**config.mk**
```make
export PLATFORM = sky130hd
export DESIGN_NAME = gat_attn_dot_flat
export DESIGN_NICKNAME = d
export VERILOG_FILES = /design/src/gat_pkg.sv /design/src/gat_if.sv /design/src/gat_attn_dot.sv /design/src/flat_wrapper.sv
export SDC_FILE = /design/constraint.sdc
export NUM_CORES = 2
export LEC_CHECK = 0
export ABC_AREA = 1
export BUFFER_PORTS_ARGS = -buffer_cell sky130_fd_sc_hd__buf_2
export CORE_MARGIN = 5
export CORE_UTILIZATION = 50
export CTS_CLUSTER_SIZE = 40
export DETAILED_ROUTE_END_ITERATION = 10
export PLACE_DENSITY = 0.66
export SYNTH_ARGS = -nofsm -noshare
export SYNTH_HDL_FRONTEND = slang
export SYNTH_SLANG_ARGS = --single-unit
```
**constraint.sdc**
```tcl
create_clock -name clk -period 10.7 [get_ports clk]
set_clock_uncertainty 0.15 [all_clocks]
set_input_delay 1.07 -clock clk [delete_from_list [all_inputs] [get_ports clk]]
set_output_delay 1.07 -clock clk [all_outputs]
set_load 0.05 [all_outputs]
```
**src/gat_pkg.sv**
```systemverilog
package gat_pkg;

  // Layer sizes
  localparam int NUM_FEATURE_IN  = 16;
  localparam int NUM_FEATURE_OUT = 4;

  localparam int DATA_WIDTH      = 8;
  localparam int WH_DATA_WIDTH   = 20;
  localparam int COEF_WIDTH      = 32;

  localparam int COL_IDX_WIDTH   = $clog2(NUM_FEATURE_IN);
  localparam int ROW_LEN_WIDTH   = $clog2(NUM_FEATURE_IN + 1);

  // W rows first, then a_self, then a_nbr
  localparam int WEIGHT_DEPTH    = NUM_FEATURE_IN * NUM_FEATURE_OUT + 2 * NUM_FEATURE_OUT;
  localparam int WEIGHT_ADDR_W   = $clog2(WEIGHT_DEPTH);

  localparam int H_WORD_WIDTH    = 13;

  typedef logic [NUM_FEATURE_OUT-1:0][WH_DATA_WIDTH-1:0] wh_row_t;
  typedef logic [NUM_FEATURE_OUT-1:0][DATA_WIDTH-1:0]    w_row_t;

  // First word of a row
  typedef struct packed {
    logic [H_WORD_WIDTH-ROW_LEN_WIDTH-2:0] pad;
    logic [ROW_LEN_WIDTH-1:0]              row_len;
    logic                                  flag;
  } h_header_t;

  // One nonzero of the sparse row
  typedef struct packed {
    logic [H_WORD_WIDTH-COL_IDX_WIDTH-DATA_WIDTH-1:0] pad;
    logic [COL_IDX_WIDTH-1:0]                         col;
    logic signed [DATA_WIDTH-1:0]                     value;
  } h_entry_t;

  typedef union packed {
    h_header_t header;
    h_entry_t  entry;
  } h_word_u;

endpackage
```
**src/gat_if.sv**
```systemverilog
`timescale 1ns/10ps

// Finished Wh row moving from the accumulator to the attention pipeline
interface wh_row_if;

  logic             valid;
  logic             ready;
  logic             flag;
  gat_pkg::wh_row_t data;

  modport ctrl (
    output valid,
    input  ready
  );

  modport acc (
    output flag,
    output data
  );

  modport dst (
    input  valid,
    input  flag,
    input  data,
    output ready
  );

endinterface

```
**src/gat_attn_dot.sv**
```systemverilog
`timescale 1ns/10ps

module gat_attn_dot #(
  parameter int NUM_FEATURE_OUT = gat_pkg::NUM_FEATURE_OUT
) (
  input  logic                                  clk,
  input  logic                                  rst_n,
  input  gat_pkg::w_row_t                       a_self_i,
  input  gat_pkg::w_row_t                       a_nbr_i,
  input  logic                                  wh_ready_i,
  wh_row_if.dst                                 row_if,
  output logic                                  wh_valid_o,
  output logic                                  wh_flag_o,
  output gat_pkg::wh_row_t                      wh_data_o,
  output logic signed [gat_pkg::COEF_WIDTH-1:0] coef_self_o,
  output logic signed [gat_pkg::COEF_WIDTH-1:0] coef_nbr_o
);

  logic                                  s1_vld_q;
  logic                                  s2_vld_q;
  logic                                  s1_free;
  logic                                  s2_free;
  logic                                  s1_flag_q;
  gat_pkg::wh_row_t                      s1_row_q;
  logic signed [gat_pkg::COEF_WIDTH-1:0] self_d [NUM_FEATURE_OUT];
  logic signed [gat_pkg::COEF_WIDTH-1:0] nbr_d  [NUM_FEATURE_OUT];
  logic signed [gat_pkg::COEF_WIDTH-1:0] self_q [NUM_FEATURE_OUT];
  logic signed [gat_pkg::COEF_WIDTH-1:0] nbr_q  [NUM_FEATURE_OUT];
  logic signed [gat_pkg::COEF_WIDTH-1:0] sum_self;
  logic signed [gat_pkg::COEF_WIDTH-1:0] sum_nbr;

  // A stage may load when it is empty or its content leaves this cycle
  assign s2_free      = !s2_vld_q || wh_ready_i;
  assign s1_free      = !s1_vld_q || s2_free;
  assign row_if.ready = s1_free;

  always_comb begin
    for (int j = 0; j < NUM_FEATURE_OUT; j++) begin
      self_d[j] = $signed(row_if.data[j]) * $signed(a_self_i[j]);
      nbr_d[j]  = $signed(row_if.data[j]) * $signed(a_nbr_i[j]);
    end
  end

  always_comb begin
    sum_self = '0;
    sum_nbr  = '0;
    for (int j = 0; j < NUM_FEATURE_OUT; j++) begin
      sum_self = sum_self + self_q[j];
      sum_nbr  = sum_nbr + nbr_q[j];
    end
  end

  always_ff @(posedge clk or negedge rst_n) begin
    if (!rst_n) begin
      s1_vld_q <= 1'b0;
      s2_vld_q <= 1'b0;
    end else begin
      if (s1_free) begin
        s1_vld_q <= row_if.valid;
      end
      if (s2_free) begin
        s2_vld_q <= s1_vld_q;
      end
    end
  end

  // Stage one, element products
  always_ff @(posedge clk) begin
    if (s1_free && row_if.valid) begin
      s1_flag_q <= row_if.flag;
      s1_row_q  <= row_if.data;
      self_q    <= self_d;
      nbr_q     <= nbr_d;
    end
  end

  // Stage two, reduced terms beside the row
  always_ff @(posedge clk) begin
    if (s2_free && s1_vld_q) begin
      wh_flag_o   <= s1_flag_q;
      wh_data_o   <= s1_row_q;
      coef_self_o <= sum_self;
      coef_nbr_o  <= sum_nbr;
    end
  end

  assign wh_valid_o = s2_vld_q;

endmodule

```
**src/flat_wrapper.sv**
```systemverilog
// flat-port wrapper written by rule: the top's interface ports become plain ports
module gat_attn_dot_flat 
#(
  parameter int NUM_FEATURE_OUT = gat_pkg::NUM_FEATURE_OUT
)
  (clk, rst_n, a_self_i, a_nbr_i, wh_ready_i, wh_valid_o, wh_flag_o, wh_data_o, coef_self_o, coef_nbr_o, row_if_valid, row_if_flag, row_if_data, row_if_ready);
  wh_row_if row_if_i ();
  input  logic clk;
  input  logic rst_n;
  input  gat_pkg::w_row_t a_self_i;
  input  gat_pkg::w_row_t a_nbr_i;
  input  logic wh_ready_i;
  output logic wh_valid_o;
  output logic wh_flag_o;
  output gat_pkg::wh_row_t wh_data_o;
  output logic signed [gat_pkg::COEF_WIDTH-1:0] coef_self_o;
  output logic signed [gat_pkg::COEF_WIDTH-1:0] coef_nbr_o;
  input wire logic [$bits(row_if_i.valid)-1:0] row_if_valid;
  input wire logic [$bits(row_if_i.flag)-1:0] row_if_flag;
  input wire logic [$bits(row_if_i.data)-1:0] row_if_data;
  output wire logic [$bits(row_if_i.ready)-1:0] row_if_ready;
  assign row_if_i.valid = row_if_valid;
  assign row_if_i.flag = row_if_flag;
  assign row_if_i.data = row_if_data;
  assign row_if_ready = row_if_i.ready;
  gat_attn_dot #(.NUM_FEATURE_OUT(NUM_FEATURE_OUT)) u_core (.clk(clk), .rst_n(rst_n), .a_self_i(a_self_i), .a_nbr_i(a_nbr_i), .wh_ready_i(wh_ready_i), .row_if(row_if_i), .wh_valid_o(wh_valid_o), .wh_flag_o(wh_flag_o), .wh_data_o(wh_data_o), .coef_self_o(coef_self_o), .coef_nbr_o(coef_nbr_o));
endmodule
```
After elaboration in Yosys (flattened, before gate mapping)
Index checks and enable logic that the tools add are counted.
{"block": "op_classes", "addsub": 6, "multipliers": 8, "n_reduce_logical": 6}
{"op": "multiplier 20 x 8 -> 28 bit", "count": 8}
{"op": "adder 32 bit", "count": 6}
{"op": "logical AND 1 bit", "count": 2}
{"op": "logical NOT 1 bit", "count": 2}
{"op": "logical OR 1 bit", "count": 2}
{"block": "totals", "ff_bits": 484, "in_bits": 149}

Depth between registers and ports, before layout
{"block": "depth", "depth_word": 4, "ltp_mapped": 24, "ltp_nobuf": 22}

Worst setup path after synthesis
No wires, ideal clock.
{"block": "synth_timing", "path_type": "input-to-reg", "start": "input port wh_ready_i", "end": "register u_core.coef_nbr_o[0] (netlist bit), enable pin", "setup_time_ps": 696, "t_arrival_ps": 8079, "t_required_ps": 9854, "setup_slack_ps": 1775, "cell_stages": 2, "path_buffers": 0, "path_cell_list": "inv_1 a21oi_1"}
{"block": "synth_between", "elab_chain_cells": 2}
{"element": "from (decl)", "line": "flat_wrapper.sv:12", "text": "input logic wh_ready_i;"}
{"element": "logical OR 1 bit", "line": "gat_attn_dot.sv:33", "text": "assign s2_free = !s2_vld_q || wh_ready_i;"}
{"element": "logical AND 1 bit", "line": "gat_attn_dot.sv:79", "text": "if (s2_free && s1_vld_q) begin"}
{"element": "to (signal assigned)", "line": "gat_attn_dot.sv:83", "text": "coef_nbr_o <= sum_nbr;"}
{"element": "to (decl)", "line": "gat_attn_dot.sv:16", "text": "output logic signed [gat_pkg::COEF_WIDTH-1:0] coef_nbr_o"}
No other way between the ends.
A chain may end at the register's enable or synchronous reset.

==> qor.txt <==
Pre-Repair DR Iteration Count: 6
Count leader, synth: inv_1
Total gr overflow: 0
Num CTS Buffers: 56
Critical R2R Launch: u_core.wh_valid_o
Post-CTS Setup Bufs: 0
Worst skew pair latency: 0.69 ns
DR vias: 55630
Internal reg-to-reg setup slack: 6.86 ns
Commonest cells post-synth: 2965 x inv_1, 2626 x nand2_1, 1130 x fa_1, 484 x ha_1, 450 x edfxtp_1
Cell taking the most area after synthesis: fa_1
Worst slew margin: 0.2727
Worst path slowest cell: clkinv_1
DIE WIDTH: 388.1 um
All-layer global routing usage: 0.2620
DP HPWL: 162900 um
Synth unique cells: 38
Avg Inst Size Synth: 7.710 sq um
Critical Path Most Common Cell: fa_1
Reg2Reg Capture Point: u_core.nbr_q[88]
Crit-path max cell delay: 0.53 ns
Crit. Startpoint: a_nbr_i[15]
Final Wtd Congestion: 0.9354
Root Driver: clkbuf_16
Depth of the worst register-to-register path: 5
Vias in the first global route: 57180
Post-synthesis sequential area ratio: 0.1897
First-pass GRT wire length: 311500 um
Layout area overhead: 6.714%
Synth top area share: 0.3164
Worst-Margin Slew: 1.091 ns
Syn Nets: 11040
# Max-Cap Violations: 0
EDFF count, synth: 450
Routed WL per cell: 17.35 um
CTS Sinks: 452
Final nets: 11130
Hold Fails Final Rpt: 0
Synth area leaders: fa_1 32%, edfxtp_1 19%, inv_1 16%
Final Setup Violations: 0
Setup crit end: u_core.nbr_q[79]
Io pins: 296
Via-to-Cell Ratio: 4.920
Setup CP Type: primary input to flop
Post-cts sizing count: 0
Critical path cell sequence: buf_2 -> clkinv_1 -> nor2_1 -> fa_1 -> fa_1 -> fa_1 -> inv_1 -> fa_1 -> inv_1 -> ha_1 -> nand2_1 -> inv_1 -> nand2_1 -> nor3_1 -> a21oi_1 -> xnor2_1
# DRC: 0
Die ar.: 0.1506 sq mm
Die height: 388.1 um
Iter 0 DRT Violations: 3892
Max Root-Sink Buffers: 3
Slew Limit Fails: 0
Core ar.: 0.1418 sq mm
Crit. End Element: flop
CP max FO: 19
FFs w/ async S/R, synth: 0.004425
Initial Utilization: 0.5043
Post-route antenna net violation count: 0
Register bit total from synthesis: 452
Data arrival, critical path: 5.59 ns
YS warnings: 0
RSZ-0062 raised after global routing: false
H-tree depth: 2
Reg clk slew, reported paths: 0.07 ns
Synth Flop Type: edfxtp_1
Setup TNS: 0 ns
Startpoint Class: primary input
Num rows: 138
Tmin final: 5.342 ns
Max frequency: 187.2 MHz
CTS tree: done
Synthesized area: 0.07149 sq mm
Initial antenna violation count: 6
Status: complete, no violations
Crit share post-route: 0.4993
Cell count after synthesis: 9272
Hold Path Class: flop to flop
Pin count of the biggest net entering global routing: 103
Worst EP required: 10.95 ns
I/O Buffers: 295
Drt total wl: 196100 um
Share of cells above drive strength 1: 0.05108
## stage by stage
stage | cells | setup slack (ns) | hold WS (ns) | util | cell area, sq um
floorplan | 9272 | 1.775 | 0.2503 | - | 71490
global placement | 11200 | 4.756 | 0.2504 | 0.5249 | 74410
detailed placement | 11200 | 4.643 | 0.2545 | 0.5249 | 74410
CTS | 11310 | 5.349 | 0.2575 | 0.5382 | 76290
global route | 11310 | 5.110 | 0.2702 | 0.5382 | 76290
finish | 11310 | 5.358 | 0.2605 | 0.5382 | 76290
## cells in the final DEF, fill, tap and decap left out, drive strengths merged
cell / count
or2: 12
o21bai: 15
nand2: 2658
diode: 1
and2: 21
ha: 484
bufinv: 6
nor3: 48
fa: 1130
dlygate4sd3: 1
a21o: 4
edfxtp: 450
clkinvlp: 6
dfrtp: 2
and3: 2
nor2: 435
a21oi: 201
inv: 2981
clkinv: 25
o21ai: 69
buf: 301
nand3: 231
xnor2: 40
clkbuf: 63
xor2: 116
o21a: 3
nand4: 97
nand3b: 15
## metal layers
metal | track usage | vias up | share of wire
li1 | - | 26630 | -
met2 | 0.4406 | 1555 | 0.47
met4 | 0.07224 | 4 | 0.031
met1 | 0.3583 | 27170 | 0.43
met5 | 0 | - | 0.000071
met3 | 0.03556 | 266 | 0.067
## cell type report
cell class	count	area (sq um)
clock buffer	63	1428
fill	13570	65470
sequential	452	13560
tap	1890	2365
antenna	1	2.502
inverter	2978	11190
timing repair buffer	302	1531
clock inverter	40	445.4
multi-input combinational	5581	45770
## worst max-delay path, delay by kind of cell
kind / cells / cell delay, ns
compound gates: 1 / 0.15
xor+xnor: 1 / 0.47
buf+inv: 5 / 0.84
fa+ha+maj: 5 / 2.24
simple gates: 4 / 0.79
## logic make-up (layout without fill, tap and decap cells)
group | count (synthesis) | count (layout) | synth area share
AO/OA/AOI/OAI | 292 | 292 | 0.02158
adder cells (fa/ha/maj) | 1614 | 1614 | 0.4011
buffers and inverters | 3239 | 3383 | 0.1702
flip-flops | 452 | 452 | 0.1897
XOR/XNOR | 156 | 156 | 0.01911
other | 0 | 1 | 0
AND/OR/NAND/NOR | 3519 | 3519 | 0.1982
## how the worst min path moves through the flow
stage	startpoint	to	depth (start not counted)
after floorplan	u_core.s1_row_q[0]	u_core.wh_data_o[0]	0
after global placement	u_core.s1_row_q[49]	u_core.wh_data_o[49]	0
after detailed placement	u_core.s1_row_q[23]	u_core.wh_data_o[23]	0
after CTS	u_core.s1_row_q[56]	u_core.wh_data_o[56]	0
after global routing	u_core.s1_row_q[52]	u_core.wh_data_o[52]	0
final	u_core.s1_row_q[56]	u_core.wh_data_o[56]	0
## what timing repair did
action,in CTS,in global routing
endpoints found under the setup margin,0,0
hold endpoints to repair,2,0
hold buffers,1,0
## state kept, by name, summed over array words and instances, names as in the netlist
name                flops
u_core.coef_nbr_o      32
u_core.coef_self_o     32
u_core.nbr_q          112
u_core.s1_flag_q        1
u_core.s1_row_q        80
u_core.s1_vld_q         1
u_core.self_q         112
u_core.wh_data_o       80
u_core.wh_flag_o        1
u_core.wh_valid_o       1
Power is left out: the tool's default activity adds up to more than one toggle a clock period on the data nets, which glitch-free logic cannot reach.
