[config.mk]
export PLATFORM = sky130hd
export DESIGN_NAME = gat_ctrl_flat
export DESIGN_NICKNAME = d
export VERILOG_FILES = /design/src/gat_pkg.sv /design/src/gat_if.sv /design/src/gat_ctrl.sv /design/src/flat_wrapper.sv
export SDC_FILE = /design/constraint.sdc
export NUM_CORES = 1
export LEC_CHECK = 0
export BUFFER_PORTS_ARGS = -buffer_cell sky130_fd_sc_hd__buf_2
export CORE_AREA = 2 2 39 41
export DETAILED_ROUTE_END_ITERATION = 16
export DIE_AREA = 0 0 41 43
export GPL_ROUTABILITY_DRIVEN = 0
export HOLD_SLACK_MARGIN = 0.02
export REMOVE_ABC_BUFFERS = 1
export SLEW_MARGIN = 20
export SYNTH_ARGS = -nofsm -noshare
export SYNTH_HDL_FRONTEND = slang
export SYNTH_SLANG_ARGS = --single-unit
[constraint.sdc]
create_clock -name clk -period 1.1 [get_ports clk]
set_input_delay 0.11 -clock clk [delete_from_list [all_inputs] [get_ports clk]]
set_output_delay 0.11 -clock clk [all_outputs]
set_load 0.02 [all_outputs]
[src/gat_pkg.sv]
package gat_pkg;

  // Layer sizes
  localparam int NUM_FEATURE_IN  = 16;
  localparam int NUM_FEATURE_OUT = 4;

  localparam int DATA_WIDTH      = 8;
  localparam int WH_DATA_WIDTH   = 20;
  localparam int COEF_WIDTH      = 32;

  localparam int COL_IDX_WIDTH   = $clog2(NUM_FEATURE_IN);
  localparam int ROW_LEN_WIDTH   = $clog2(NUM_FEATURE_IN + 1);

  // W rows first, then a_self, then a_nbr
  localparam int WEIGHT_DEPTH    = NUM_FEATURE_IN * NUM_FEATURE_OUT + 2 * NUM_FEATURE_OUT;
  localparam int WEIGHT_ADDR_W   = $clog2(WEIGHT_DEPTH);

  localparam int H_WORD_WIDTH    = 13;

  typedef logic [NUM_FEATURE_OUT-1:0][WH_DATA_WIDTH-1:0] wh_row_t;
  typedef logic [NUM_FEATURE_OUT-1:0][DATA_WIDTH-1:0]    w_row_t;

  // First word of a row
  typedef struct packed {
    logic [H_WORD_WIDTH-ROW_LEN_WIDTH-2:0] pad;
    logic [ROW_LEN_WIDTH-1:0]              row_len;
    logic                                  flag;
  } h_header_t;

  // One nonzero of the sparse row
  typedef struct packed {
    logic [H_WORD_WIDTH-COL_IDX_WIDTH-DATA_WIDTH-1:0] pad;
    logic [COL_IDX_WIDTH-1:0]                         col;
    logic signed [DATA_WIDTH-1:0]                     value;
  } h_entry_t;

  typedef union packed {
    h_header_t header;
    h_entry_t  entry;
  } h_word_u;

endpackage
[src/gat_if.sv]
`timescale 1ns/10ps

// Finished Wh row moving from the accumulator to the attention pipeline
interface wh_row_if;

  logic             valid;
  logic             ready;
  logic             flag;
  gat_pkg::wh_row_t data;

  modport ctrl (
    output valid,
    input  ready
  );

  modport acc (
    output flag,
    output data
  );

  modport dst (
    input  valid,
    input  flag,
    input  data,
    output ready
  );

endinterface

[src/gat_ctrl.sv]
`timescale 1ns/10ps

module gat_ctrl (
  input  logic   clk,
  input  logic   rst_n,
  input  logic   h_valid_i,
  input  logic   rem_zero_i,
  input  logic   rem_last_i,
  output logic   h_ready_o,
  output logic   load_o,
  output logic   acc_o,
  output logic   clear_o,
  wh_row_if.ctrl row_if
);

  localparam logic [1:0] ST_HEADER  = 2'd0;
  localparam logic [1:0] ST_ENTRIES = 2'd1;
  localparam logic [1:0] ST_EMIT    = 2'd2;

  logic [1:0] state_q;
  logic [1:0] state_d;
  logic       take;

  // No word is taken while a zero count is being seen
  always_comb begin
    case (state_q)
      ST_HEADER:  h_ready_o = 1'b1;
      ST_ENTRIES: h_ready_o = !rem_zero_i;
      default:    h_ready_o = 1'b0;
    endcase
  end

  assign take         = h_valid_i && h_ready_o;
  assign load_o       = take && (state_q == ST_HEADER);
  assign clear_o      = load_o;
  assign acc_o        = take && (state_q == ST_ENTRIES);
  assign row_if.valid = (state_q == ST_EMIT);

  always_comb begin
    state_d = state_q;
    case (state_q)
      ST_HEADER: begin
        if (take) begin
          state_d = ST_ENTRIES;
        end
      end
      ST_ENTRIES: begin
        if (rem_zero_i || (take && rem_last_i)) begin
          state_d = ST_EMIT;
        end
      end
      ST_EMIT: begin
        if (row_if.ready) begin
          state_d = ST_HEADER;
        end
      end
      default: state_d = ST_HEADER;
    endcase
  end

  always_ff @(posedge clk or negedge rst_n) begin
    if (!rst_n) begin
      state_q <= ST_HEADER;
    end else begin
      state_q <= state_d;
    end
  end

endmodule

[src/flat_wrapper.sv]
// flat-port wrapper written by rule: the top's interface ports become plain ports
module gat_ctrl_flat 
  (clk, rst_n, h_valid_i, rem_zero_i, rem_last_i, h_ready_o, load_o, acc_o, clear_o, row_if_valid, row_if_ready);
  wh_row_if row_if_i ();
  input  logic clk;
  input  logic rst_n;
  input  logic h_valid_i;
  input  logic rem_zero_i;
  input  logic rem_last_i;
  output logic h_ready_o;
  output logic load_o;
  output logic acc_o;
  output logic clear_o;
  output wire logic [$bits(row_if_i.valid)-1:0] row_if_valid;
  input wire logic [$bits(row_if_i.ready)-1:0] row_if_ready;
  assign row_if_valid = row_if_i.valid;
  assign row_if_i.ready = row_if_ready;
  gat_ctrl u_core (.clk(clk), .rst_n(rst_n), .h_valid_i(h_valid_i), .rem_zero_i(rem_zero_i), .rem_last_i(rem_last_i), .h_ready_o(h_ready_o), .load_o(load_o), .acc_o(acc_o), .clear_o(clear_o), .row_if(row_if_i));
endmodule
# After elaboration in Yosys (flattened, before gate mapping)
# Index checks and enable logic that the tools add are counted.
dict set report op_classes {
  n_eq_ne 5
  n_reduce_logical 8
  n_mux 5
}
# op count
set ops {}
lappend ops {{2-bit 2-to-1 mux} 3}
lappend ops {{2-bit case mux with 3 select lines} 1}
lappend ops {{1-bit logical AND} 4}
lappend ops {{2-bit by 1-bit inequality test with 1-bit output (second input constant)} 2}
lappend ops {{3-bit AND reduction} 1}
lappend ops {{2-bit by 1-bit equality test with 1-bit output (second input constant)} 1}
lappend ops {{2-bit equality test (second input constant)} 1}
lappend ops {{2-bit logical NOT} 1}
lappend ops {{2-bit inequality test (second input constant)} 1}
lappend ops {{1-bit case mux with 2 select lines} 1}
lappend ops {{1-bit logical NOT} 1}
lappend ops {{1-bit logical OR} 1}
dict set report word_totals {
  out_inout_bits 5
  regBits 2
  input_bits 6
}

# Depth between registers and ports, before layout
# Gate-level depths: netlist of run 1.
dict set report logic_depth {
  ltp_word 7
  ltp_mapped 2
  ltp_nobuf 2
}

# Worst setup path after synthesis of run 1
# Ideal clock, no wire load.
dict set report synth_timing {
  kind {register to output}
  start {register u_core.state_q[0]}
  end {output load_o}
  required_ps 990
  setup_slack_ps -48
  stages_incl_launch_ff 3
  n_path_buf 1
  t_arrival_ps 1038
  cell_sequence {dfrtp_1 -> nor3b_2 -> buf_4}
}
dict set report synth_between {
  elab_chain_cells 4
}
# item line
set synth_lines {}
lappend synth_lines {{start: declaration} gat_ctrl.sv:20} ;# logic [1:0] state_q;
lappend synth_lines {{start signal: assignment} gat_ctrl.sv:65} ;# state_q <= state_d;
lappend synth_lines {{2-bit by 1-bit equality test with 1-bit output / 2-bit logical NOT (equally long branches)} {gat_ctrl.sv:26, gat_ctrl.sv:34}}
lappend synth_lines {{1-bit case mux with 2 select lines} gat_ctrl.sv:26} ;# case (state_q)
lappend synth_lines {{1-bit logical AND} gat_ctrl.sv:33} ;# assign take = h_valid_i && h_ready_o;
lappend synth_lines {{1-bit logical AND *} gat_ctrl.sv:34} ;# assign load_o = take && (state_q == ST_HEADER);
lappend synth_lines {{end: declaration} flat_wrapper.sv:11} ;# output logic load_o;
# Mark *: on every way between the ends. The rest lies on a longest branch, timed or not.

# Worst setup path after layout of run 1
dict set report layout_timing {
  start {register u_core.state_q[1]}
  end {output acc_o}
}
dict set report layout_between {
  elab_chain_cells 4
}
# item line
set layout_lines {}
lappend layout_lines {{2-bit by 1-bit equality test with 1-bit output / 2-bit logical NOT (equally long branches)} {gat_ctrl.sv:26, gat_ctrl.sv:36}}
lappend layout_lines {{1-bit case mux with 2 select lines} gat_ctrl.sv:26}
lappend layout_lines {{1-bit logical AND} gat_ctrl.sv:33}
lappend layout_lines {{1-bit logical AND *} gat_ctrl.sv:36} ;# assign acc_o = take && (state_q == ST_ENTRIES);
lappend layout_lines {{end: declaration} flat_wrapper.sv:12} ;# output logic acc_o;
# Marks and branches as above.

==> results of run 1 <==
routing by layer:
| layer | part of all wire, % | GRT usage [%] |
|---|---|---|
| met3 | 11 | 3.14 |
| met1 | 33 | 4.49 |
| met4 | 0 | 12.0 |
| met5 | 0 | 0 |
| met2 | 57 | 6.88 |
synth_stat cells:
master / n
inv_1: 2
nand2b_1: 1
nor2b_2: 1
buf_4: 1
nor3b_2: 1
a21oi_1: 2
a31o_1: 1
and4bb_2: 1
dfrtp_1: 2
o2bb2ai_2: 1
cell families after synthesis:
group,Yosys count
compound gates,4
flops,2
buf+inv,3
simple gates,4
report_power, final:
group / internal, µW / switching, µW / total (µW)
Clock: 120 / 38.9 / 159
Sequential: 110 / 57.7 / 168
Combinational: 168 / 152 / 321
Total: 399 / 249 / 648
final cells by class:
type,instances,area (µm²)
fillers,158,1120
repair buffers,12,83.8
multi-input cells,8,80.1
flip-flops and latches,2,52.6
clock buffers,3,22.5
well taps,16,20.0
inverters,2,7.51
worst paths after layout:
check / to / cells past startpoint / slack [ps]
min reg2reg: u_core.state_q[0] / 1 / 610
min: u_core.state_q[1] / 3 / 140
max: acc_o / 2 / -80
max reg2reg: u_core.state_q[0] / 3 / 150
max in group asynchronous: u_core.state_q[1] / 2 / 780
min in group asynchronous: u_core.state_q[0] / 2 / 210
critical path, stage by stage, from the launching register on:
cell and delay [ps]:
dfrtp_2 430, and4bb_2 310, buf_6 120
placed cells by master (no fill, tap or decap):
cell and n:
and4bb_2 1, clkbuf_4 3, buf_2 5, a31o_1 1, a21oi_1 2, buf_4 5
inv_1 2, dfrtp_2 2, dlygate4sd3_1 1, nor2b_2 1, buf_6 1, nor3b_4 1
o2bb2ai_2 1, nand2b_1 1
stage by stage:
step / utilization, % / setup TNS (ps)
2_1_floorplan: - / -172
5_1_grt: 19.3 / -504
3_3_place_gp: 14.6 / 0
4_1_cts: 18.5 / -326
6_report: 19.3 / -208
3_5_place_dp: 14.6 / 0
timing repair:
item	4_1_cts	5_1_grt
gates cloned	0	0
endpoints found under the setup margin	5	5
resized for setup	6	3
hold buffers	1	0
hold endpoints to repair	2	0
buffers inserted	1	0
pin swaps	2	1
==> results.tsv, run 1 <==
metric	value	unit
FP Rows	14	
post-synthesis cell count	13	
outcome	finished with violations	
crit-path max FO	6	
Routed Antenna Nets	0	
Root Buffer Master	clkbuf_4	
starting DRC count in detailed routing	2	
DRT Pass-1 Iters	2	
DRC viols	0	
actual slew at the worst max-slew pin	235	ps
Area growth syn-to-layout	91.9	%
worst vdd ir	0.431	mV
XOR/XNOR Fraction of Synth Area	0	%
Placed Area	201	µm²
Rel. slew slack	84.3	%
core area	1380	µm²
fin crit period	1180	ps
Setup WS pre-CTS	123	ps
grt ovf	0	
detailed-route via count	144	
Adder-Cell Fraction of Synth Area	0	%
largest family of logic cells by synthesized area	simple AND/OR/NAND/NOR gates	
Max Root-Sink Buffers	2	
Post-Syn Area per Cell	10.7	µm²
CP arrival	1070	ps
WP data required	990	ps
nets	35	
mapped cell area	139	µm²
post-route cell area	267	µm²
Synth top area share	36.0	%
H-tree Lvls	1	
Num CTS Buffers	3	
Fin. Hold Viols	0	
ANT cells	0	
# IOs	11	
RSZ-0062 raised after global routing	true	
CTS clk-pin slew, worst paths	30	ps
Worst R2R Start	u_core.state_q[0]	
CP Class	reg2out	
Final Worst Setup Slack	-81.3	ps
Tot Pwr	648	µW
Clk Latency, worst-skew pair	220	ps
Cells after DPL	38	
Compound-Gate Fraction of Synth Area	24.3	%
pwr dens	2430	nW/µm²
hold path startpoint	row_if_ready	
synth unique cells	10	
Die X	41	µm
post-synthesis mux area share	0	%
Top Registers	u_core.state_q x2	
drt via density	3.35	
Synth area leader	dfrtp_1	
CTS tree	done	
gr usage total	6.02	%
final worst-path cycle share	107	%
YS warnings	0	
max-cap check violation count	0	
Worst Clk Skew	1.38	ps
startpoint types	flop	
post-route insts no fill	43	
Routed WL	371	µm
failing checks	negative setup slack	
P_leak	0.000123	µW
Initial Utilization	10.0	%
Largest Register	u_core.state_q	
flops & latches, synth	2	
Die H	43	µm
first-pass GRT wire length	565	µm
via count of the first global-routing pass	147	
share of cells above drive strength 1	74.1	%
Avg WL per Cell	8.63	µm
WHS	144	ps
fmax	847	MHz
Final setup violation count	3	
crit end category	primary output	
Simple-Gate Fraction of Synth Area	28.8	%
number of flip-flops in the largest register	2	
largest net degree at the start of global routing	7	
Clock Sinks	2	
Synth area leaders	dfrtp_1 (36%), o2bb2ai_2 (11%), and4bb_2 (9.0%), nor3b_2 (9.0%), a21oi_1 (7.2%)	
Slew Viols, Final	0	
Critical Path Source	u_core.state_q[1]	
worst hold path type	in2reg	
post-synthesis sequential area ratio	36.0	%
initial antenna violation count	0	
Port Buf Inserts	10	
die area	1760	µm²
(Power assumes the default switching activity.)
==> run 2: changes to the inputs <==
--- a/config.mk
+++ b/config.mk
@@ -11,6 +11,7 @@
 export DIE_AREA = 0 0 41 43
 export GPL_ROUTABILITY_DRIVEN = 0
 export HOLD_SLACK_MARGIN = 0.02
+export RECOVER_POWER = 25
 export REMOVE_ABC_BUFFERS = 1
 export SLEW_MARGIN = 20
 export SYNTH_ARGS = -nofsm -noshare
==> run 2 against run 1 <==
The run still ends with negative setup slack left. Sequential share of layout area is 0.093 points higher. Cell area is 0.47% lower. Critical path type unchanged. Flip-flop and latch count stayed put. Die area stayed put.
==> results.tsv, run 2 (synthesis results as in run 1) <==
metric	value	unit	change
worst hold path type	in2reg		
grt ovf	0		unchanged
number of flip-flops in the largest register	2		unchanged
Max Root-Sink Buffers	2		unchanged
commonest non-fill, non-tap cell in the layout	buf_4		
CTS clk-pin slew, worst paths	30	ps	about the same
worst vdd ir	0.431	mV	about the same
P_int	398	µW	-0.12%
actual slew at the worst max-slew pin	235	ps	unchanged
startpoint types	flop		
final worst-path cycle share	107	%	unchanged
crit end category	primary output		
R2R Setup Slk	150	ps	about the same
Placed Area	201	µm²	unchanged
fmax	847	MHz	unchanged
Top Registers	u_core.state_q x2		
FP Rows	14		unchanged
DRT Pass-1 Iters	2		unchanged
Area growth syn-to-layout	91.0	%	
Root Buffer Master	clkbuf_4		
slowest cell on the critical path	dfrtp_2		
initial antenna violation count	0		unchanged
WP data required	990	ps	about the same
Clk Latency, worst-skew pair	220	ps	about the same
first-pass GRT wire length	565	µm	unchanged
most frequent cells in the layout	buf_4 (5), buf_2 (4), clkbuf_4 (3)		
drt via density	3.35		unchanged
Routed WL	369	µm	-0.54%
CP bufs+invs	1		unchanged
die area	1760	µm²	unchanged
outcome	finished with violations		
clock share of power	24.6	%	about the same
nets	35		unchanged
Final setup violation count	3		unchanged
pwr dens	2440	nW/µm²	+0.39%
via count of the first global-routing pass	147		unchanged
register share of total power	26.0	%	about the same
Routed Antenna Nets	0		unchanged
hold path startpoint	row_if_ready		
max-cap check violation count	0		unchanged
Die H	43	µm	unchanged
Fin. Hold Viols	0		unchanged
post-route cell area	265	µm²	-0.47%
Slew Viols, Final	0		unchanged
max incr delay on CP	430	ps	about the same
detailed-route via count	144		unchanged
CTS tree	done		
Switching Power	249	µW	unchanged
Num CTS Buffers	3		unchanged
# IOs	11		unchanged
largest net degree at the start of global routing	7		unchanged
Worst R2R Path Depth	3		unchanged
Worst R2R Start	u_core.state_q[0]		
Worst Clk Skew	1.38	ps	unchanged
setup TNS	-208	ps	unchanged
CP Class	reg2out		
fin crit period	1180	ps	unchanged
Initial Utilization	10.0	%	unchanged
Largest Register	u_core.state_q		
Avg WL per Cell	8.58	µm	-0.54%
starting DRC count in detailed routing	2		unchanged
Die X	41	µm	unchanged
Gate power share	49.5	%	about the same
DRC viols	0		unchanged
Final Worst Setup Slack	-81.3	ps	unchanged
RSZ-0062 raised after global routing	true		
Worst setup endpoint	acc_o		
Worst path top cell family by delay	flip-flops		
CP Cell Sequence	and4bb_2 -> buf_6		
Crit. path cell count	2		unchanged
Clock Sinks	2		unchanged
r2r endpoint	u_core.state_q[0]		
Sw Share	38.5	%	about the same
CP arrival	1070	ps	about the same
H-tree Lvls	1		unchanged
Rel. slew slack	84.3	%	unchanged
gr usage total	6.02	%	unchanged
Setup WS pre-CTS	123	ps	unchanged
P_leak	0.000121	µW	-2.2%
ANT cells	0		unchanged
Port Buf Inserts	10		unchanged
Critical Path Source	u_core.state_q[1]		
share of cells above drive strength 1	70.4	%	-3.7 points
failing checks	negative setup slack		
crit-path max FO	6		unchanged
core area	1380	µm²	unchanged
## run 2: cell types whose count changed in the layout (fill, tap and decap cells not counted), sizes merged
cell	previous run	this run
clkbuf	3	4
buf	11	10
## run 2: how the worst min path moves through the flow
stage | slack, ps | endpoint | cells after the start
after floorplan | -190 | u_core.state_q[0] | 0
after detailed placement | -100 | u_core.state_q[0] | 1
after global routing | 150 | u_core.state_q[1] | 3
final | 140 | u_core.state_q[1] | 3
after CTS | 140 | u_core.state_q[1] | 3
after global placement | -100 | u_core.state_q[0] | 1
## run 2: layer usage
| layer | vias up | wire length [µm] | part of all wire, % | global-route usage (%) |
|---|---|---|---|---|
| li1 | 74 | - | - | - |
| met1 | 64 | 119 | 32 | 4.49 |
| met2 | 6 | 210 | 57 | 6.88 |
| met3 | 0 | 40 | 11 | 3.14 |
| met4 | 0 | 0 | 0 | 12.0 |
| met5 | - | 0 | 0 | 0 |
## run 2: stage by stage
stage / hold WS [ps] / cells / total power, µW / util (%)
2_1_floorplan: -186 / 12 / 323 / -
3_3_place_gp: -103 / 38 / 404 / 14.6
3_5_place_dp: -101 / 38 / 408 / 14.6
4_1_cts: 141 / 43 / 632 / 18.5
5_1_grt: 151 / 43 / 698 / 19.2
6_report: 144 / 43 / 648 / 19.2
## run 2: what timing repair did
| item | in CTS | in global routing |
|---|---|---|
| resized for setup | 6 | 3 |
| hold buffers | 1 | 0 |
| pin swaps | 2 | 1 |
| buffers inserted | 1 | 0 |
| endpoints found under the hold margin | 2 | 0 |
| setup endpoints to repair | 5 | 5 |
## run 2: layout make-up
class                      instances  area [µm²]
timing repair buffer              12        82.6
inverter                           2        7.51
clock buffer                       3        22.5
multi-input combinational          8        80.1
fill                             159        1120
sequential                         2        52.6
tap                               16        20.0
## run 2: power groups by stage
stage,clock network (µW),logic (µW),registers [µW]
6_report,159,320,168
5_1_grt,171,349,178
4_1_cts,169,309,154
3_5_place_dp,0,256,152
3_3_place_gp,0,256,148
2_1_floorplan,0,179,143
## run 2: worst register-to-register path, stage by stage (launching register included)
cell	delay, ps
dfrtp_2	440
nor3b_4	220
buf_4	140
a31o_1	80
