### src/gat_pkg.sv
package gat_pkg;

  // Layer sizes
  localparam int NUM_FEATURE_IN  = 16;
  localparam int NUM_FEATURE_OUT = 4;

  localparam int DATA_WIDTH      = 8;
  localparam int WH_DATA_WIDTH   = 20;
  localparam int COEF_WIDTH      = 32;

  localparam int COL_IDX_WIDTH   = $clog2(NUM_FEATURE_IN);
  localparam int ROW_LEN_WIDTH   = $clog2(NUM_FEATURE_IN + 1);

  // W rows first, then a_self, then a_nbr
  localparam int WEIGHT_DEPTH    = NUM_FEATURE_IN * NUM_FEATURE_OUT + 2 * NUM_FEATURE_OUT;
  localparam int WEIGHT_ADDR_W   = $clog2(WEIGHT_DEPTH);

  localparam int H_WORD_WIDTH    = 13;

  typedef logic [NUM_FEATURE_OUT-1:0][WH_DATA_WIDTH-1:0] wh_row_t;
  typedef logic [NUM_FEATURE_OUT-1:0][DATA_WIDTH-1:0]    w_row_t;

  // First word of a row
  typedef struct packed {
    logic [H_WORD_WIDTH-ROW_LEN_WIDTH-2:0] pad;
    logic [ROW_LEN_WIDTH-1:0]              row_len;
    logic                                  flag;
  } h_header_t;

  // One nonzero of the sparse row
  typedef struct packed {
    logic [H_WORD_WIDTH-COL_IDX_WIDTH-DATA_WIDTH-1:0] pad;
    logic [COL_IDX_WIDTH-1:0]                         col;
    logic signed [DATA_WIDTH-1:0]                     value;
  } h_entry_t;

  typedef union packed {
    h_header_t header;
    h_entry_t  entry;
  } h_word_u;

endpackage
### src/gat_if.sv
`timescale 1ns/10ps

// Finished Wh row moving from the accumulator to the attention pipeline
interface wh_row_if;

  logic             valid;
  logic             ready;
  logic             flag;
  gat_pkg::wh_row_t data;

  modport ctrl (
    output valid,
    input  ready
  );

  modport acc (
    output flag,
    output data
  );

  modport dst (
    input  valid,
    input  flag,
    input  data,
    output ready
  );

endinterface

### src/gat_spmm_acc.sv
`timescale 1ns/10ps

module gat_spmm_acc #(
  parameter int NUM_FEATURE_OUT = gat_pkg::NUM_FEATURE_OUT
) (
  input  logic                              clk,
  input  logic                              rst_n,
  input  gat_pkg::h_word_u                  h_word_i,
  input  logic                              clear_i,
  input  logic                              acc_i,
  input  gat_pkg::w_row_t                   w_row_i,
  output logic [gat_pkg::COL_IDX_WIDTH-1:0] rd_col_o,
  wh_row_if.acc                             row_if
);

  gat_pkg::wh_row_t                         acc_q;
  logic                                     flag_q;
  logic signed [gat_pkg::WH_DATA_WIDTH-1:0] prod [NUM_FEATURE_OUT];

  // Column selects the W row in the weight store
  assign rd_col_o = h_word_i.entry.col;

  always_comb begin
    for (int j = 0; j < NUM_FEATURE_OUT; j++) begin
      prod[j] = $signed(h_word_i.entry.value) * $signed(w_row_i[j]);
    end
  end

  always_ff @(posedge clk or negedge rst_n) begin
    if (!rst_n) begin
      acc_q  <= '0;
      flag_q <= 1'b0;
    end else if (clear_i) begin
      acc_q  <= '0;
      flag_q <= h_word_i.header.flag;
    end else if (acc_i) begin
      // Sums wrap at the element width
      for (int j = 0; j < NUM_FEATURE_OUT; j++) begin
        acc_q[j] <= acc_q[j] + prod[j];
      end
    end
  end

  assign row_if.data = acc_q;
  assign row_if.flag = flag_q;

endmodule

### src/flat_wrapper.sv
// flat-port wrapper written by rule: the top's interface ports become plain ports
module gat_spmm_acc_flat 
#(
  parameter int NUM_FEATURE_OUT = gat_pkg::NUM_FEATURE_OUT
)
  (clk, rst_n, h_word_i, clear_i, acc_i, w_row_i, rd_col_o, row_if_flag, row_if_data);
  wh_row_if row_if_i ();
  input  logic clk;
  input  logic rst_n;
  input  gat_pkg::h_word_u h_word_i;
  input  logic clear_i;
  input  logic acc_i;
  input  gat_pkg::w_row_t w_row_i;
  output logic [gat_pkg::COL_IDX_WIDTH-1:0] rd_col_o;
  output wire logic [$bits(row_if_i.flag)-1:0] row_if_flag;
  output wire logic [$bits(row_if_i.data)-1:0] row_if_data;
  assign row_if_flag = row_if_i.flag;
  assign row_if_data = row_if_i.data;
  gat_spmm_acc #(.NUM_FEATURE_OUT(NUM_FEATURE_OUT)) u_core (.clk(clk), .rst_n(rst_n), .h_word_i(h_word_i), .clear_i(clear_i), .acc_i(acc_i), .w_row_i(w_row_i), .rd_col_o(rd_col_o), .row_if(row_if_i));
endmodule
### config.mk
export PLATFORM = sky130hd
export DESIGN_NAME = gat_spmm_acc_flat
export DESIGN_NICKNAME = d
export VERILOG_FILES = /design/src/gat_pkg.sv /design/src/gat_if.sv /design/src/gat_spmm_acc.sv /design/src/flat_wrapper.sv
export SDC_FILE = /design/constraint.sdc
export NUM_CORES = 1
export LEC_CHECK = 0
export BUFFER_PORTS_ARGS = -buffer_cell sky130_fd_sc_hd__clkbuf_2
export CAP_MARGIN = 20
export CELL_PAD_IN_SITES_DETAIL_PLACEMENT = 0
export CELL_PAD_IN_SITES_GLOBAL_PLACEMENT = 1
export CORE_MARGIN = 2
export CORE_UTILIZATION = 49
export CTS_BUF_LIST = sky130_fd_sc_hd__clkbuf_2
export CTS_CLUSTER_DIAMETER = 80
export DETAILED_ROUTE_END_ITERATION = 8
export PLACE_DENSITY = 0.84
export SYNTH_ARGS = -nofsm -noshare
export SYNTH_HDL_FRONTEND = slang
export SYNTH_SLANG_ARGS = --single-unit
### constraint.sdc
create_clock -name clk -period 3.9 [get_ports clk]
set_input_delay 0.39 -clock clk [delete_from_list [all_inputs] [get_ports clk]]
set_output_delay 0.39 -clock clk [all_outputs]
set_load 0.005 [all_outputs]
After elaboration in Yosys (flattened, before gate mapping)
Cells that the tools add are included.
{"block": "totals", "reg_bits": 81, "latch_bits": 0, "ram_bits": 0, "mem_bits_ro": 0, "input_bits": 49, "out_inout_bits": 85, "elab_cells": 16, "n_memories": 0}
{"block": "classes", "n_addsub": 4, "n_mul": 4, "n_div": 0, "order_cmp": 0, "n_eq_ne": 0, "n_shift": 0, "muxes": 2, "bitwise": 0, "n_reduce_logical": 1}
{"operator": "$mux W80", "n": 2}
{"operator": "$add A20 B20 Y20", "n": 4}
{"operator": "$mul A8 B8 Y16", "n": 4}
{"operator": "$reduce_bool A2 Y1", "n": 1}

Logic depth before layout (Yosys ltp)
Gate-level depths: netlist of the first run.
{"block": "depth", "ltp_word": 4, "mapped_depth": 27, "mapped_depth_nobuf": 26}

Worst setup path before layout of the first run
Ideal clock, no wire load.
{"block": "synth_path", "path_type": "input-to-reg", "from": "input h_word_i[7] (netlist bit)", "to": "register u_core.acc_q (netlist bit u_core.row_if.data[19])", "setup_ns": 0.128, "arrival_ns": 5.914, "required_ns": 3.772, "path_slack_ns": -2.142, "stages": 21, "n_path_buf": 1, "path_cell_list": "clkbuf_1 -> nand2_1 -> fa_1 -> inv_1 -> fa_1 -> inv_1 -> fa_1 -> inv_1 -> fa_1 -> ha_1 -> or3_2 -> and4_1 -> or2_2 -> ha_1 -> a21o_1 -> a21o_2 -> a21o_2 -> a31oi_1 -> o21ai_0 -> a21oi_1 -> mux2_1"}
{"block": "synth_via", "elab_chain_cells": 4}
{"item": "start: declaration", "line": "flat_wrapper.sv:10", "text": "input gat_pkg::h_word_u h_word_i;"}
{"item": "$mul A8 B8 Y16", "line": "gat_spmm_acc.sv:25", "text": "prod[j] = $signed(h_word_i.entry.value) * $signed(w_row_i[j]);"}
{"item": "$add A20 B20 Y20", "line": "gat_spmm_acc.sv:39", "text": "acc_q[j] <= acc_q[j] + prod[j];"}
{"item": "$mux W80", "line": "gat_spmm_acc.sv:36", "text": "end else if (acc_i) begin"}
{"item": "$mux W80", "line": "gat_spmm_acc.sv:33", "text": "end else if (clear_i) begin"}
{"item": "end signal: indexed assignment", "line": "gat_spmm_acc.sv:39"}
{"item": "end: declaration", "line": "gat_spmm_acc.sv:16", "text": "gat_pkg::wh_row_t acc_q;"}
Every way passes these cells. The select of a mux whose other input is x is not followed.
A chain may end at the register's enable or synchronous reset.

Worst setup path after layout of the first run
{"block": "layout_path", "from": "input h_word_i[5] (netlist bit)", "to": "register u_core.acc_q (netlist bit u_core.row_if.data[19])"}
Same word-level chain as after synthesis.

==> metrics.csv, run 1 <==
stage;metric;value;unit
outcome;status;complete, but fails checks;
outcome;violations;setup timing;
min_path;worstHoldStart;acc_i;
die;die_h;190;um
setup_path;cp.required;4.42;ns
setup_path;worstPathMaxFanout;5;
setup_path;critPathSlowestCell;fa_1;
detailed_routing;drc;0;
global_routing;grt_overflow_total;0;
timing;hold_viol_final;0;
placed_design;place.detailed.hpwl;38.9;mm
yosys;yosysTopAreaCell;fa_1;
yosys;synthesis.area;0.0170;mm2
setup_path;r2r-start;u_core.row_if.data[40];
layout;final_nets;2953;
global_routing;track_usage;28.8;%
yosys;yosysWarnings;0;
timing;post-route-min-period;5.54;ns
clocking;insertion_delay;0.62;ns
yosys;synth_top_area_share;26.3;%
global_routing;grt_start_max_net_pins;60;
timing;setup_ws;-1.64;ns
setup_path;cp_top_family;adder cells;
clocking;clkTransAtPathRegs;0.27;ns
min_path;min_path_type;primary input to flip-flop;
layout;drive_gt1_share;37.9;%
clocking;h-tree-depth;3;
layout;final_area;0.0242;mm2
run;cap_violations;0;
global_routing;grt_pass1_wl;83.9;mm
timing;setup_viol;52;
detailed_routing;via_count;15700;
timing;finalClockSkew;0.0426;ns
setup_path;cpPeakStageDelay;0.55;ns
setup_path;crit_type;primary input to flip-flop;
yosys;ys_ff_latch;81;
yosys;synth_area_leaders;fa_1 26%, ha_1 14%, dfrtp_1 12%;
clocking;clock_path_buffers;2;
global_routing;grt_antenna_before_repair;1;
yosys;syn-instance-count;1940;
yosys;synthArstFlopShare;100;%
detailed_routing;wl_per_cell;17.7;um
placed_design;dpl_cell_area;0.0216;mm2
setup_path;critPathLaunchType;primary input;
die;core;0.0344;mm2
placed_design;dpl_worst_slack;-2.37;ns
setup_path;cp-startpoint;h_word_i[5];
detailed_routing;wl;52.3;mm
timing;fin_crit_sh;142;%
detailed_routing;drt_iter0_drc;945;
clocking;cts_tree;done;
yosys;synth-seq-area-share;11.9;%
setup_path;path_buf_inv;6;
setup_path;arrival;6.06;ns
clocking;clkSinkCount;81;
die;pin_count;134;
layout;fin_util;70.3;%
yosys;yosysUniqueCellTypes;81;
yosys;synth-edff-count;0;
yosys;syn_nets;2409;
layout;syn_to_final_growth;42.0;%
detailed_routing;postRouteAntennaNets;0;
timing;grt_setup_unrepaired;yes;
clocking;cts_buffers;9;
die;rows;68;
timing;relSlewSlack;37.6;%
global_routing;grt_pass1_vias;16700;
timing;timing.fmax;181;MHz
detailed_routing;drt_first_pass_iters;6;
setup_path;cp-end-kind;flip-flop;
die;die_x;190;um
placed_design;place_congestion;0.874;
clocking;cts_root_buffer;clkbuf_2;
timing;tightest_slew;0.935;ns
detailed_routing;vias_per_cell;5.32;
yosys;syn_avg_cell_area;8.78;um2
placed_design;io_buffers;124;
layout;layout_common_cells;397 x buf_4, 343 x inv_1, 214 x fa_1;
layout;fill_cells;2570;
layout;final_common_cell;buf_4;
yosys;synthFlopType;dfrtp_1;
die;die_area;0.0363;mm2
die;start_util;49.5;%
timing;drv_slew;0;
==> worst register-to-register path: stages, from the launching register on <==
cell,delay [ns]
dfrtp_1,0.49
ha_1,0.19
inv_1,0.06
fa_1,0.42
and2b_1,0.24
o21a_1,0.16
o21ai_2,0.08
a211o_1,0.36
a31oi_4,0.23
a2111oi_4,0.11
o311a_1,0.29
or3_1,0.30
==> final timing paths <==
path                                     endpoint  slack [ns]  depth (start not counted)
hold / removal             u_core.row_if.data[12]        0.31                          4
max in group asynchronous  u_core.row_if.data[74]        2.63                          3
setup reg to reg           u_core.row_if.data[58]        0.88                         11
hold reg to reg            u_core.row_if.data[78]        0.58                          2
min in group asynchronous  u_core.row_if.data[51]        0.35                          2
setup / recovery           u_core.row_if.data[19]       -1.64                         27
==> state kept, by name, summed over array words and instances (netlist names) <==
signal,cells
u_core.row_if.flag,1
u_core.row_if.data,80
==> metrics by stage <==
| stage | std cells | hold slack, ns | TNS [ns] |
|---|---|---|---|
| final | 2945 | 0.312 | -55.52 |
| after global routing | 2945 | 0.291 | -63.01 |
| after CTS | 2915 | 0.274 | -47.39 |
| after detailed placement | 2865 | 0.531 | -98.31 |
| after global placement | 2865 | 0.514 | -94.44 |
| after floorplan | 1940 | 0.0944 | -51.87 |
==> kinds of logic (layout without fill, tap and decap cells) <==
| kind of cell | after synthesis | count (layout) | share of synthesized area (%) |
|---|---|---|---|
| other cells | 0 | 1 | 0 |
| fa+ha+maj | 420 | 420 | 40.7 |
| simple gates | 575 | 575 | 18.1 |
| flops | 81 | 81 | 11.9 |
| buf+inv | 424 | 973 | 9.62 |
| mux | 43 | 43 | 2.66 |
| compound gates | 302 | 302 | 12.0 |
| xor+xnor | 95 | 95 | 4.93 |
==> layer usage <==
metal	GRT usage, %	vias to the layer above	wire (um)
li1	-	7368	-
met1	41.1	7752	23800
met2	47.0	465	24600
met3	3.13	78	2790
met4	7.01	0	1090
met5	0	-	0
==> cells in the mapped netlist (4+ instances only) <==
master / instances
or2_2: 8
a22o_1: 4
fa_1: 224
o311ai_0: 4
a21o_1: 30
o21a_1: 17
xnor2_1: 74
o21bai_1: 16
a41oi_1: 4
o31a_1: 4
a21boi_0: 6
nand3b_1: 13
mux2_2: 7
nand3_1: 23
inv_1: 372
nor2b_1: 42
a211oi_1: 19
nand2b_1: 12
or3_1: 21
nand2_1: 104
and2_1: 175
nor2_1: 92
nand4_1: 6
ha_1: 196
clkbuf_1: 39
o21ai_0: 52
a31oi_1: 12
a221oi_1: 5
buf_4: 4
buf_1: 4
xor2_1: 20
and3_1: 13
mux2i_1: 34
a32o_1: 6
nor3_1: 44
dfrtp_1: 81
a21oi_1: 83
==> layout make-up <==
class | count | area [um2] | area share (%)
clock buffer | 10 | 50.0 | 0.207
timing repair buffer | 584 | 4560 | 18.9
antenna | 1 | 2.50 | 0.0103
tap | 455 | 569 | 2.35
clock inverter | 6 | 91.3 | 0.378
inverter | 373 | 1400 | 5.79
multi-input combinational | 1435 | 15500 | 64.0
sequential | 81 | 2030 | 8.38
==> what timing repair did <==
item	CTS	global route
buffers inserted	35	35
resized for setup	216	151
hold buffers	1	0
setup endpoints to repair	54	54
pin swaps	114	143
gates cloned	3	0
hold endpoints to repair	58	0
Power of run 1 is not shown: default switching activity piles up to over one toggle a cycle in this logic, so the estimate is an artifact.
==> run 2, diff against run 1 <==
--- a/config.mk
+++ b/config.mk
@@ -10,11 +10,11 @@
 export CELL_PAD_IN_SITES_DETAIL_PLACEMENT = 0
 export CELL_PAD_IN_SITES_GLOBAL_PLACEMENT = 1
 export CORE_MARGIN = 2
-export CORE_UTILIZATION = 49
+export CORE_UTILIZATION = 38
 export CTS_BUF_LIST = sky130_fd_sc_hd__clkbuf_2
 export CTS_CLUSTER_DIAMETER = 80
 export DETAILED_ROUTE_END_ITERATION = 8
-export PLACE_DENSITY = 0.84
+export PLACE_DENSITY = 0.68
 export SYNTH_ARGS = -nofsm -noshare
 export SYNTH_HDL_FRONTEND = slang
 export SYNTH_SLANG_ARGS = --single-unit
==> metrics.csv, run 2 (synthesis gave the netlist of run 1 again) <==
stage;metric;value;unit
outcome;status;complete, but fails checks;
outcome;violations;setup timing;
die;core;0.0442;mm2
clocking;clock_path_buffers;2;
layout;final_nets;2973;
die;start_util;38.5;%
setup_path;cp.required;4.44;ns
clocking;insertion_delay;0.65;ns
layout;layout_common_cells;386 x buf_4, 340 x inv_1, 206 x fa_1;
timing;grt_setup_unrepaired;yes;
timing;setup_ws;-1.57;ns
global_routing;track_usage;23.0;%
global_routing;grt_pass1_vias;16100;
die;rows;77;
timing;drv_slew;0;
setup_path;cp-end-kind;flip-flop;
layout;largest_reg_flops;80;
detailed_routing;wl_per_cell;16.9;um
timing;hold_viol_final;0;
setup_path;worstPathMaxFanout;6;
setup_path;arrival;6.02;ns
timing;setup_viol;54;
clocking;clkTransAtPathRegs;0.27;ns
placed_design;place_congestion;0.908;
detailed_routing;drc;0;
layout;fin_util;56.6;%
clocking;cts_root_buffer;clkbuf_2;
layout;drive_gt1_share;40.5;%
layout;syn_to_final_growth;46.9;%
setup_path;critPathLaunchType;primary input;
die;die_x;216;um
detailed_routing;via_count;15200;
placed_design;place.detailed.hpwl;39.9;mm
layout;fill_cells;3847;
global_routing;grt_antenna_before_repair;1;
die;die_h;216;um
detailed_routing;postRouteAntennaNets;0;
die;die_area;0.0465;mm2
setup_path;crit_type;primary input to flip-flop;
layout;final_common_cell;buf_4;
placed_design;io_buffers;124;
detailed_routing;drt_iter0_drc;746;
clocking;clkSinkCount;81;
global_routing;grt_pass1_wl;85.7;mm
global_routing;grt_overflow_total;0;
setup_path;critical_path.most_common_cell;fa_1;
timing;post-route-min-period;5.47;ns
run;cap_violations;0;
timing;tightest_slew;0.982;ns
global_routing;grt_start_max_net_pins;61;
clocking;h-tree-depth;3;
clocking;cts_buffers;9;
die;pin_count;134;
timing;fin_crit_sh;140;%
timing;finalClockSkew;0.0422;ns
setup_path;critPathSlowestCell;fa_1;
min_path;min_path_type;primary input to flip-flop;
detailed_routing;wl;52.5;mm
clocking;cts_tree;done;
detailed_routing;drt_first_pass_iters;5;
setup_path;cpPeakStageDelay;0.53;ns
timing;relSlewSlack;34.6;%
detailed_routing;vias_per_cell;4.88;
timing;timing.fmax;183;MHz
[run 2: cell count changes in the layout (fill, tap and decap cells not counted), sizes merged]
cell | previous run | this run
clkbuf | 130 | 126
clkinvlp | 0 | 3
buf | 463 | 485
clkinv | 4 | 2
bufbuf | 0 | 1
[run 2: what timing repair did]
item / in CTS / in global routing
hold buffers: 1 / 0
setup endpoints to repair: 52 / 55
gates resized for setup: 273 / 203
cloned: 4 / 0
setup buffers: 59 / 46
pin swaps: 149 / 204
hold endpoints to repair: 59 / 0
[run 2: final timing paths]
path / startpoint / endpoint / slack [ns] / cells after the start
hold / removal: acc_i / u_core.row_if.data[64] / 0.14 / 4
setup reg to reg: u_core.row_if.data[40] / u_core.row_if.data[58] / 0.86 / 11
setup / recovery: h_word_i[3] / u_core.row_if.data[39] / -1.57 / 28
hold reg to reg: u_core.row_if.data[64] / u_core.row_if.data[64] / 0.58 / 2
min in group asynchronous: rst_n / u_core.row_if.data[52] / 0.32 / 2
max in group asynchronous: rst_n / u_core.row_if.data[22] / 2.62 / 3
[run 2: layout make-up]
cell class | count | area [um2] | share of cell area (%)
flip-flops and latches | 81 | 2030 | 8.10
clock buffers | 9 | 45.0 | 0.180
clock inverters | 7 | 95.1 | 0.380
well taps | 592 | 741 | 2.96
repair buffers | 604 | 4900 | 19.6
multi-input cells | 1435 | 15800 | 63.2
inverters | 373 | 1400 | 5.60
diodes | 1 | 2.50 | 0.0100
[run 2: worst max-delay path, delay by kind of cell]
| kind | cells | cell delay, ns |
|---|---|---|
| simple gates | 6 | 1.12 |
| mux | 1 | 0.31 |
| buf+inv | 6 | 0.60 |
| fa+ha+maj | 6 | 2.29 |
| compound gates | 9 | 1.29 |
[run 2: metrics by stage]
stage          instance area [um2]  hold WS (ns)  worst slack, ns  instances  TNS, ns
2_1_floorplan                17600        0.0944            -1.68       1940   -51.87
3_3_place_gp                 21800         0.521            -2.26       3005   -92.47
4_1_cts                      23900        0.0278            -1.43       3079   -47.62
3_5_place_dp                 21800         0.532            -2.30       3005   -93.52
6_report                     25000         0.140            -1.57       3102   -51.93
5_1_grt                      25000         0.105            -1.69       3102   -58.74
[run 2: per-layer routing]
layer	vias up	GRT usage [%]	routed length (um)
li1	7396	-	-
met1	7457	34.8	26400
met2	271	35.7	23800
met3	29	2.27	1770
met4	0	4.14	488
met5	-	0	0
Power of run 2 is left out for the same reason.
==> run 3, diff against run 2 <==
--- a/config.mk
+++ b/config.mk
@@ -14,7 +14,7 @@
 export CTS_BUF_LIST = sky130_fd_sc_hd__clkbuf_2
 export CTS_CLUSTER_DIAMETER = 80
 export DETAILED_ROUTE_END_ITERATION = 8
-export PLACE_DENSITY = 0.68
+export PLACE_DENSITY = 0.75
 export SYNTH_ARGS = -nofsm -noshare
 export SYNTH_HDL_FRONTEND = slang
 export SYNTH_SLANG_ARGS = --single-unit
==> metrics.csv, run 3 (synthesis gave the netlist of run 1 again) <==
stage;metric;value;unit
timing;setup_ws;-1.50;ns
timing;setup_viol;50;
layout;final_common_cell;buf_4;
clocking;cts_buffers;9;
global_routing;grt_pass1_wl;83.1;mm
timing;relSlewSlack;36.9;%
detailed_routing;postRouteAntennaNets;0;
placed_design;place.detailed.hpwl;39.7;mm
layout;layout.cells.non_filler;3057;
placed_design;io_buffers;124;
clocking;clock_path_buffers;2;
timing;hold_viol_final;0;
layout;syn_to_final_growth;41.5;%
outcome;violations;setup timing;
run;cap_violations;0;
clocking;clkTransAtPathRegs;0.27;ns
layout;final_nets;2931;
layout;multi_input_area;0.0153;mm2
setup_path;crit_type;primary input to flip-flop;
outcome;status;complete, but fails checks;
detailed_routing;vias_per_cell;4.94;
global_routing;grt_overflow_total;0;
layout;fill_cells;3912;
setup_path;critPathSlowestCell;fa_1;
min_path;worstHoldStart;clear_i;
die;die_x;216;um
setup_path;r2r-start;u_core.row_if.data[40];
detailed_routing;drt_iter0_drc;705;
setup_path;rr_worst_depth;11;
placed_design;dp.cells;2987;
global_routing;grt_antenna_before_repair;2;
timing;drv_slew;0;
die;rows;77;
min_path;whs_endpoint;u_core.row_if.data[52];
placed_design;place_congestion;0.884;
setup_path;critical_path.most_common_cell;fa_1;
layout;layout_common_cells;372 x buf_4, 343 x inv_1, 212 x fa_1;
clocking;insertion_delay;0.68;ns
global_routing;grt_pass1_vias;15900;
setup_path;worstPathMaxFanout;8;
die;die_h;216;um
clocking;h-tree-depth;3;
timing;post-route-min-period;5.40;ns
global_routing;track_usage;22.0;%
global_routing;grt_start_max_net_pins;60;
layout;largest_reg_flops;80;
min_path;min_path_type;primary input to flip-flop;
die;core;0.0442;mm2
layout;fin_util;54.5;%
die;start_util;38.5;%
timing;finalClockSkew;0.0582;ns
layout;final-seq-area;0.00203;mm2
setup_path;rrSetupSlack;0.95;ns
setup_path;cp.required;4.43;ns
clocking;clkSinkCount;81;
setup_path;path_buf_inv;10;
detailed_routing;drt_first_pass_iters;5;
timing;timing.fmax;185;MHz
timing;fin_crit_sh;138;%
timing;grt_setup_unrepaired;yes;
die;die_area;0.0465;mm2
detailed_routing;drc;0;
setup_path;worstReg2RegEnd;u_core.row_if.data[58];
setup_path;cp-end-kind;flip-flop;
timing;tightest_slew;0.943;ns
clocking;cts_tree;done;
detailed_routing;wl_per_cell;16.9;um
clocking;cts_root_buffer;clkbuf_2;
setup_path;arrival;5.93;ns
min_path;min_path_cells;2;
setup_path;critPathLaunchType;primary input;
setup_path;cp_top_family;adder cells;
setup_path;cpPeakStageDelay;0.53;ns
die;pin_count;134;
detailed_routing;wl;51.5;mm
layout;drive_gt1_share;36.9;%
detailed_routing;via_count;15100;
[run 3: changes by cell type in the layout (fill, tap and decap cells not counted), sizes merged]
cell,before,now
inv,373,372
clkbuf,126,133
buf,485,436
bufinv,2,3
clkinvlp,3,0
[run 3: layout make-up]
cell class,count,share of cell area [%]
multi-input cells,1435,63.6
repair buffers,562,18.5
flip-flops and latches,81,8.41
inverters,373,5.81
well taps,592,3.07
clock inverters,4,0.394
clock buffers,9,0.187
diodes,1,0.0104
[run 3: how the worst max path moves through the flow]
stage                     slack, ns   startpoint                     end  cells past startpoint
after CTS                     -1.41  h_word_i[7]  u_core.row_if.data[19]                     22
after floorplan               -1.68  h_word_i[7]  u_core.row_if.data[19]                     21
after detailed placement      -2.22  h_word_i[6]  u_core.row_if.data[19]                     24
final                         -1.50  h_word_i[4]  u_core.row_if.data[37]                     28
after global routing          -1.64  h_word_i[2]  u_core.row_if.data[39]                     27
after global placement        -2.10  h_word_i[6]  u_core.row_if.data[39]                     27
[run 3: metal layers]
layer	wire length, um	global-route usage, %	share of wire (%)
met1	25800	33.4	50
met2	23200	33.9	45
met3	1640	2.14	3.2
met4	963	4.94	1.9
met5	0	0	0
[run 3: metrics by stage]
step           TNS, ns  cell area (um2)  setup WS, ns  hold WS [ns]
2_1_floorplan   -51.87            17600         -1.68        0.0944
3_3_place_gp    -88.81            21700         -2.10         0.499
3_5_place_dp    -91.74            21700         -2.22         0.518
4_1_cts         -46.04            23000         -1.41         0.166
5_1_grt         -57.19            24100         -1.64         0.204
6_report        -49.94            24100         -1.50         0.224
[run 3: repair_timing]
item / 4_1_cts / 5_1_grt
cloned: 1 / 8
setup buffers: 36 / 25
pin swaps: 93 / 86
resized for setup: 168 / 166
setup endpoints to repair: 54 / 54
hold buffers: 1 / 0
endpoints found under the hold margin: 57 / 0
Power of run 3 is left out for the same reason.
